--- config.mk ---
export PLATFORM = sky130hd
export DESIGN_NAME = cf_unit
export DESIGN_NICKNAME = d
export VERILOG_FILES = /design/src/rtl/cf_pkg.sv /design/src/rtl/branch_jump.sv /design/src/rtl/cf_unit.sv /design/src/rtl/pc_redirect.sv /design/src/rtl/trap_csr.sv
export VERILOG_INCLUDE_DIRS = /design/src /design/src/rtl
export SDC_FILE = /design/constraint.sdc
export NUM_CORES = 1
export LEC_CHECK = 0
export BUFFER_PORTS_ARGS = -buffer_cell sky130_fd_sc_hd__clkbuf_2
export CAP_MARGIN = 0
export CORE_MARGIN = 2
export CORE_UTILIZATION = 45
export CTS_CLUSTER_DIAMETER = 60
export DETAILED_ROUTE_END_ITERATION = 6
export PLACE_DENSITY_LB_ADDON = 0.12
export RECOVER_POWER = 50
export SYNTH_ARGS = -nofsm -noshare
export SYNTH_HDL_FRONTEND = slang
export SYNTH_HIERARCHICAL = 1
export SYNTH_SLANG_ARGS = --single-unit
--- constraint.sdc ---
create_clock -name clk_i -period 9.8 [get_ports clk_i]
set_input_delay 2.94 -clock clk_i [delete_from_list [all_inputs] [get_ports clk_i]]
set_output_delay 2.94 -clock clk_i [all_outputs]
set_load 0.02 [all_outputs]
--- src/rtl/cf_consts.svh ---
`ifndef CF_CONSTS_SVH
`define CF_CONSTS_SVH

// Values after reset
`define CF_RESET_PC     32'h0000_0000
`define CF_MTVEC_RESET  32'h0000_0100

// Machine trap CSR addresses
`define CF_CSR_MTVEC    12'h305
`define CF_CSR_MEPC     12'h341
`define CF_CSR_MCAUSE   12'h342

// Conditional branch funct3 codes
`define CF_F3_BEQ       3'b000
`define CF_F3_BNE       3'b001
`define CF_F3_BLT       3'b100
`define CF_F3_BGE       3'b101
`define CF_F3_BLTU      3'b110
`define CF_F3_BGEU      3'b111

// Redirect target select codes
`define CF_TGT_ALU      2'b00
`define CF_TGT_MTVEC    2'b01
`define CF_TGT_MEPC     2'b10

`endif

--- src/rtl/cf_pkg.sv ---
`include "cf_consts.svh"

package cf_pkg;

   // Data word, also used for PC and CSR contents
   typedef logic [31:0] word_t;

   typedef logic [11:0] csr_addr_t;

   // Branch compare selector
   typedef logic [2:0]  funct3_t;

   // Bit 1 marks a conditional branch, bit 0 a jump
   typedef logic [1:0]  bj_op_t;

   // Exception cause, zero-extended into mcause
   typedef logic [3:0]  cause_t;

   // Source of the redirect target
   typedef enum logic [1:0] {
      TGT_ALU   = `CF_TGT_ALU,
      TGT_MTVEC = `CF_TGT_MTVEC,
      TGT_MEPC  = `CF_TGT_MEPC
   } target_sel_e;

endpackage

--- src/rtl/branch_jump.sv ---
`include "cf_consts.svh"

module branch_jump (
   input  logic                instr_valid_i,
   input  cf_pkg::word_t       rs1_i,
   input  cf_pkg::word_t       rs2_i,
   input  logic                is_mret_i,
   input  cf_pkg::bj_op_t      branch_jump_op_i,
   input  logic                has_exception_i,
   input  logic                jump_to_exception_i,
   input  cf_pkg::funct3_t     funct3_i,
   output logic                branching_o,
   output cf_pkg::target_sel_e target_sel_o
);

   logic is_eq;
   logic is_lt;
   logic is_ltu;
   logic is_branch;
   logic is_jump;
   logic is_mret;
   logic condition;

   // Operand compares
   assign is_eq  = (rs1_i == rs2_i);
   assign is_lt  = ($signed(rs1_i) < $signed(rs2_i));
   assign is_ltu = (rs1_i < rs2_i);

   // Operation class, only for a valid non-faulting instruction
   assign is_branch = instr_valid_i && !has_exception_i && branch_jump_op_i[1];
   assign is_jump   = instr_valid_i && !has_exception_i && branch_jump_op_i[0];
   assign is_mret   = instr_valid_i && !has_exception_i && is_mret_i;

   always_comb begin
      case (funct3_i)
         `CF_F3_BEQ:  condition = is_eq;
         `CF_F3_BNE:  condition = !is_eq;
         `CF_F3_BLT:  condition = is_lt;
         `CF_F3_BGE:  condition = !is_lt;
         `CF_F3_BLTU: condition = is_ltu;
         `CF_F3_BGEU: condition = !is_ltu;
         // Undefined code is not taken
         default:     condition = 1'b0;
      endcase
   end

   // A pending trap forces the redirect whatever is presented
   assign branching_o = jump_to_exception_i || is_jump || is_mret || (is_branch && condition);

   // Trap beats mret beats ALU target
   always_comb begin
      if (jump_to_exception_i) begin
         target_sel_o = cf_pkg::TGT_MTVEC;
      end else if (is_mret) begin
         target_sel_o = cf_pkg::TGT_MEPC;
      end else begin
         target_sel_o = cf_pkg::TGT_ALU;
      end
   end

endmodule

--- src/rtl/cf_unit.sv ---
module cf_unit (
   input  logic              clk_i,
   input  logic              arst_n_i,
   input  logic              instr_valid_i,
   input  cf_pkg::bj_op_t    branch_jump_op_i,
   input  cf_pkg::funct3_t   funct3_i,
   input  cf_pkg::word_t     rs1_i,
   input  cf_pkg::word_t     rs2_i,
   input  cf_pkg::word_t     alu_target_i,
   input  logic              is_mret_i,
   input  logic              exc_i,
   input  cf_pkg::cause_t    exc_cause_i,
   input  logic              csr_we_i,
   input  cf_pkg::csr_addr_t csr_addr_i,
   input  cf_pkg::word_t     csr_wdata_i,
   output cf_pkg::word_t     csr_rdata_o,
   output cf_pkg::word_t     pc_o,
   output logic              redirect_o
);

   logic                trap_pending;
   logic                branching;
   cf_pkg::target_sel_e target_sel;
   cf_pkg::word_t       mtvec;
   cf_pkg::word_t       mepc;
   cf_pkg::word_t       pc;

   // Branch and jump resolution
   branch_jump i_branch_jump (
      .instr_valid_i       (instr_valid_i),
      .rs1_i               (rs1_i),
      .rs2_i               (rs2_i),
      .is_mret_i           (is_mret_i),
      .branch_jump_op_i    (branch_jump_op_i),
      .has_exception_i     (exc_i),
      .jump_to_exception_i (trap_pending),
      .funct3_i            (funct3_i),
      .branching_o         (branching),
      .target_sel_o        (target_sel)
   );

   // Machine trap registers
   trap_csr i_trap_csr (
      .clk_i          (clk_i),
      .arst_n_i       (arst_n_i),
      .instr_valid_i  (instr_valid_i),
      .exc_i          (exc_i),
      .exc_cause_i    (exc_cause_i),
      .pc_i           (pc),
      .csr_we_i       (csr_we_i),
      .csr_addr_i     (csr_addr_i),
      .csr_wdata_i    (csr_wdata_i),
      .csr_rdata_o    (csr_rdata_o),
      .mtvec_o        (mtvec),
      .mepc_o         (mepc),
      .trap_pending_o (trap_pending)
   );

   pc_redirect i_pc_redirect (
      .clk_i          (clk_i),
      .arst_n_i       (arst_n_i),
      .instr_valid_i  (instr_valid_i),
      .exc_i          (exc_i),
      .trap_pending_i (trap_pending),
      .branching_i    (branching),
      .target_sel_i   (target_sel),
      .alu_target_i   (alu_target_i),
      .mtvec_i        (mtvec),
      .mepc_i         (mepc),
      .pc_o           (pc)
   );

   assign pc_o       = pc;
   assign redirect_o = branching;

endmodule

--- src/rtl/pc_redirect.sv ---
`include "cf_consts.svh"

module pc_redirect (
   input  logic                clk_i,
   input  logic                arst_n_i,
   input  logic                instr_valid_i,
   input  logic                exc_i,
   input  logic                trap_pending_i,
   input  logic                branching_i,
   input  cf_pkg::target_sel_e target_sel_i,
   input  cf_pkg::word_t       alu_target_i,
   input  cf_pkg::word_t       mtvec_i,
   input  cf_pkg::word_t       mepc_i,
   output cf_pkg::word_t       pc_o
);

   cf_pkg::word_t pc_q;
   cf_pkg::word_t pc_next;
   cf_pkg::word_t target;
   logic          advance;

   // Redirect target mux
   always_comb begin
      case (target_sel_i)
         cf_pkg::TGT_MTVEC: target = mtvec_i;
         cf_pkg::TGT_MEPC:  target = mepc_i;
         default:           target = alu_target_i;
      endcase
   end

   // Sequential step for a clean instruction outside a trap
   assign advance = instr_valid_i && !exc_i && !trap_pending_i;

   always_comb begin
      if (branching_i) begin
         pc_next = target;
      end else if (advance) begin
         pc_next = pc_q + 32'd4;
      end else begin
         // Idle or faulting instruction
         pc_next = pc_q;
      end
   end

   ////////////////////
   // PC register
   ////////////////////

   always_ff @(posedge clk_i or negedge arst_n_i) begin
      if (!arst_n_i) begin
         pc_q <= `CF_RESET_PC;
      end else begin
         pc_q <= pc_next;
      end
   end

   assign pc_o = pc_q;

endmodule

--- src/rtl/trap_csr.sv ---
`include "cf_consts.svh"

module trap_csr (
   input  logic              clk_i,
   input  logic              arst_n_i,
   input  logic              instr_valid_i,
   input  logic              exc_i,
   input  cf_pkg::cause_t    exc_cause_i,
   input  cf_pkg::word_t     pc_i,
   input  logic              csr_we_i,
   input  cf_pkg::csr_addr_t csr_addr_i,
   input  cf_pkg::word_t     csr_wdata_i,
   output cf_pkg::word_t     csr_rdata_o,
   output cf_pkg::word_t     mtvec_o,
   output cf_pkg::word_t     mepc_o,
   output logic              trap_pending_o
);

   cf_pkg::word_t mtvec_q;
   cf_pkg::word_t mepc_q;
   cf_pkg::word_t mcause_q;
   logic          trap_pending_q;

   logic          sel_mtvec;
   logic          sel_mepc;
   logic          sel_mcause;
   logic          trap_take;
   cf_pkg::word_t cause_ext;

   assign sel_mtvec  = (csr_addr_i == `CF_CSR_MTVEC);
   assign sel_mepc   = (csr_addr_i == `CF_CSR_MEPC);
   assign sel_mcause = (csr_addr_i == `CF_CSR_MCAUSE);

   // Faulting instruction, ignored while a trap is already in flight
   assign trap_take = instr_valid_i && exc_i && !trap_pending_q;
   assign cause_ext = {28'd0, exc_cause_i};

   ////////////////////
   // Trap sequencing
   ////////////////////

   // Pending flag lives for one cycle only
   always_ff @(posedge clk_i or negedge arst_n_i) begin
      if (!arst_n_i) begin
         trap_pending_q <= 1'b0;
      end else begin
         trap_pending_q <= trap_take;
      end
   end

   ////////////////////
   // CSR registers
   ////////////////////

   always_ff @(posedge clk_i or negedge arst_n_i) begin
      if (!arst_n_i) begin
         mtvec_q <= `CF_MTVEC_RESET;
      end else if (csr_we_i && sel_mtvec) begin
         mtvec_q <= csr_wdata_i;
      end
   end

   // Trap capture wins over a software write in the same cycle
   always_ff @(posedge clk_i or negedge arst_n_i) begin
      if (!arst_n_i) begin
         mepc_q   <= '0;
         mcause_q <= '0;
      end else if (trap_take) begin
         mepc_q   <= pc_i;
         mcause_q <= cause_ext;
      end else if (csr_we_i) begin
         if (sel_mepc) begin
            mepc_q <= csr_wdata_i;
         end
         if (sel_mcause) begin
            mcause_q <= csr_wdata_i;
         end
      end
   end

   // Unknown address reads as zero
   assign csr_rdata_o = sel_mtvec  ? mtvec_q  :
                        sel_mepc   ? mepc_q   :
                        sel_mcause ? mcause_q : '0;

   assign mtvec_o        = mtvec_q;
   assign mepc_o         = mepc_q;
   assign trap_pending_o = trap_pending_q;

endmodule

==> run metrics <==
status finished, violations left; failing checks design-rule violations, max-capacitance violations, max-slew violations; Clock Root Buffer clkbuf_16; # diodes 0; final setup vio count 0; most common cell in the synthesized netlist dfrtp_1; Clk network pwr share 0.390; Area growth syn-to-layout 19.29%; die height 146.4 um; Initial Utilization 0.4550; TritonCTS clock tree yes; Port-buffer cells 219; DIE WIDTH 146.4 um; Main synth FF type dfrtp_1; Sw Pwr between 500 and 600 uW; clock sinks 129; switch share 0.3196; final wirelength 29.71 mm; # hold bufs at CTS 0; PwrDens roughly 150 mW/mm^2; cell taking the most area after synthesis dfrtp_1; Synth Area per Inst 8.931 sq um; worst-margin pin slew roughly 3.4 ns; initial antenna violation count 0; drt drc 1; worst hold path class reg -> reg; Mapped Area just over 0.009 sq mm; drt pass-1 iters 7; Setup CP Type in -> out; Worst Path Required 6.86 ns; fill count between 1500 and 2000; Seq pwr share 0.407; top cells by count, synth dfrtp_1 (128), a21oi_1 (120), nand2_1 (98), clkbuf_1 (73), o21ai_0 (70); data arrival time of the worst path 4.98 ns; CP startpoint kind primary input; P_int 1.131 mW; cell count after synthesis 1021; Layout Skew 0.006279 ns; Max-slew headroom -1.267; vias per cell about 6.0; layout cells sized above 1 0.2107; Post-DP Area 0.01033 sq mm; grt total ovfl 0; Final Max Tran Viols 112; final hold vios 0; synth top area cells dfrtp_1 (35%), mux2i_1 (7.1%), a21oi_1 (6.6%); die area 0.02142 sq mm; R2R Setup Slk 7.05 ns; DR WL/cell ~20 um; via count 8783; R2R Path End i_pc_redirect/pc_o[26]$_DFFE_PN0P_; worst r2r src i_trap_csr/trap_pending_o$_DFF_PN0_; worst-path maximum fanout 3; Placer Congestion 0.8563; top cell type's share of synthesized area 0.3513; Final Cell Area 0.01088 sq mm; HPWL Detailed 20.08 mm; worst setup path end redirect_o; Period minus WS final 7.920 ns; I/O pins 220; CTS clock-pin slew for the worst setup and hold paths 0.05 ns; CP Capture Type output port; vias in the first global route 8226; sequential cell area fraction in the yosys report 0.3541; clock latency on the worst-skew pair 0.43 ns; GR Util All Layers 0.2801; Max Cap Viol 2; Leakage 5.375 nW; Yosys reg bits 129; number of routed nets with antenna violations 0; ys async rst share 1.000; Post-synth EDFFs 0; number of buffers created by CTS 17; largest net degree at the start of global routing 80; setup bufs post-CTS 0; H-tree depth 4; first-pass GRT wire length 47.14 mm; CORE AREA 0.02004 sq mm; fin nets between 1000 and 1500; Peak VDD IR 0.00009909 V; syn_nets between 1000 and 1500; Tcrit/Tclk final 0.8082; post_cts resized 0; Synth cell types 50; yosys synthesis warning count 6; Max Freq 126.3 MHz; Setup crit start rs2_i[27]; Worst Reg-to-Reg Cells 6; number of core rows 52; total negative slack 0 ns; CTS max path bufs 2; Finished Layout Cells 1471; placed cells 1440; iteration-0 DRC count of the detailed router 674; Gate power share 0.203; RSZ-0062 raised after global routing false
==> power by group through the flow <==
stage	Clock (mW)	Sequential (mW)	Combinational, mW
2_1_floorplan	0	0.684	0.184
3_3_place_gp	0	0.681	0.335
3_5_place_dp	0	0.682	0.342
4_1_cts	0.659	0.673	0.344
5_1_grt	0.683	0.686	0.375
6_report	0.648	0.677	0.337
==> cell type report <==
cell class	instances	area, sq um	share of cell area
multi-input cells	768	5410	0.4974
clock buffers	20	456.7	0.04198
inverters	39	146.4	0.01346
repair buffers	234	1160	0.1066
clock inverters	11	137.6	0.01265
well taps	270	337.8	0.03106
flip-flops and latches	129	3229	0.2969
==> cell usage in the layout (no fill, tap or decap), types with 3 or more instances in the layout <==
cell,synthesis,final
clkbuf_2,0,186
dfrtp_1,128,128
a21oi_1,120,120
nand2_1,98,98
o21ai_0,70,70
and3b_1,67,67
mux2i_1,65,65
nand3_1,49,49
inv_1,38,38
clkbuf_1,73,36
and4b_1,36,36
ha_1,35,34
a22oi_1,34,34
mux2_1,30,30
nor2_1,22,22
nand4_1,18,18
clkbuf_16,0,17
a31oi_1,17,17
a211oi_1,17,17
buf_4,4,13
or4_1,10,10
o31ai_1,9,9
xor2_1,8,8
or3_1,8,8
and3_1,7,7
clkinv_2,0,5
xnor2_1,5,5
mux2_2,4,4
clkinvlp_4,0,3
bufinv_16,0,3
nor4b_4,3,3
nor2b_1,4,3
o211ai_1,3,3
and4_1,4,3
and4bb_2,3,3
==> state kept, by name (all words and copies together) (netlist names) <==
| name | cells |
|---|---|
| i_pc_redirect/pc_o | 32 |
| i_trap_csr/mcause_q | 32 |
| i_trap_csr/mepc_o | 32 |
| i_trap_csr/mtvec_o | 32 |
| i_trap_csr/trap_pending_o | 1 |
==> critical path, cell delays in order <==
cell,delay [ns]
clkbuf_2,0.07
inv_1,0.03
ha_1,0.30
and4_4,0.24
nor4b_4,0.28
nand3_1,0.14
xnor2_1,0.14
a311o_1,0.35
a21oi_1,0.18
o21ai_2,0.12
clkbuf_2,0.18
==> through the flow <==
step                setup slack [ns]  utilization  total power, mW  hold slack [ns]
CTS                            1.854       0.5454            1.676           0.5226
global route                   1.740       0.5428            1.744           0.5449
floorplan                      2.222            -           0.8675           0.4871
global placement               1.913       0.5157            1.016           0.5038
finish                         1.880       0.5428            1.662           0.5213
detailed placement             1.852       0.5157            1.024           0.5091
==> worst min path at each step <==
stage	start	to	slack (ns)	depth (start not counted)
final	i_trap_csr/mcause_q[18]$_DFFE_PN0P_	i_trap_csr/mcause_q[18]$_DFFE_PN0P_	0.52	2
after global routing	i_trap_csr/mtvec_o[5]$_DFFE_PN0P_	i_trap_csr/mtvec_o[5]$_DFFE_PN0P_	0.54	1
after CTS	i_trap_csr/mtvec_o[19]$_DFFE_PN0P_	i_trap_csr/mtvec_o[19]$_DFFE_PN0P_	0.52	1
after detailed placement	i_trap_csr/mtvec_o[19]$_DFFE_PN0P_	i_trap_csr/mtvec_o[19]$_DFFE_PN0P_	0.51	1
after global placement	i_trap_csr/mtvec_o[17]$_DFFE_PN0P_	i_trap_csr/mtvec_o[17]$_DFFE_PN0P_	0.50	1
after floorplan	i_trap_csr/mtvec_o[0]$_DFFE_PN0P_	i_trap_csr/mtvec_o[0]$_DFFE_PN0P_	0.49	1
==> metal layers <==
layer	vias to the layer above	part of all wire	GRT usage
li1	4137	-	-
met1	4221	0.48	0.4231
met2	374	0.42	0.4035
met3	51	0.076	0.05781
met4	0	0.021	0.08252
met5	-	0	0
==> kinds of logic (layout without fill, tap and decap cells) <==
logic type / Yosys count / after routing / share of synthesized area
fa+ha+maj: 35 / 35 / 0.04802
buf+inv: 124 / 304 / 0.05365
simple gates: 345 / 345 / 0.2445
compound gates: 276 / 276 / 0.1738
mux: 99 / 99 / 0.1133
xor+xnor: 13 / 13 / 0.01249
flops: 129 / 129 / 0.3541
Power figures use the tool's default switching activity.
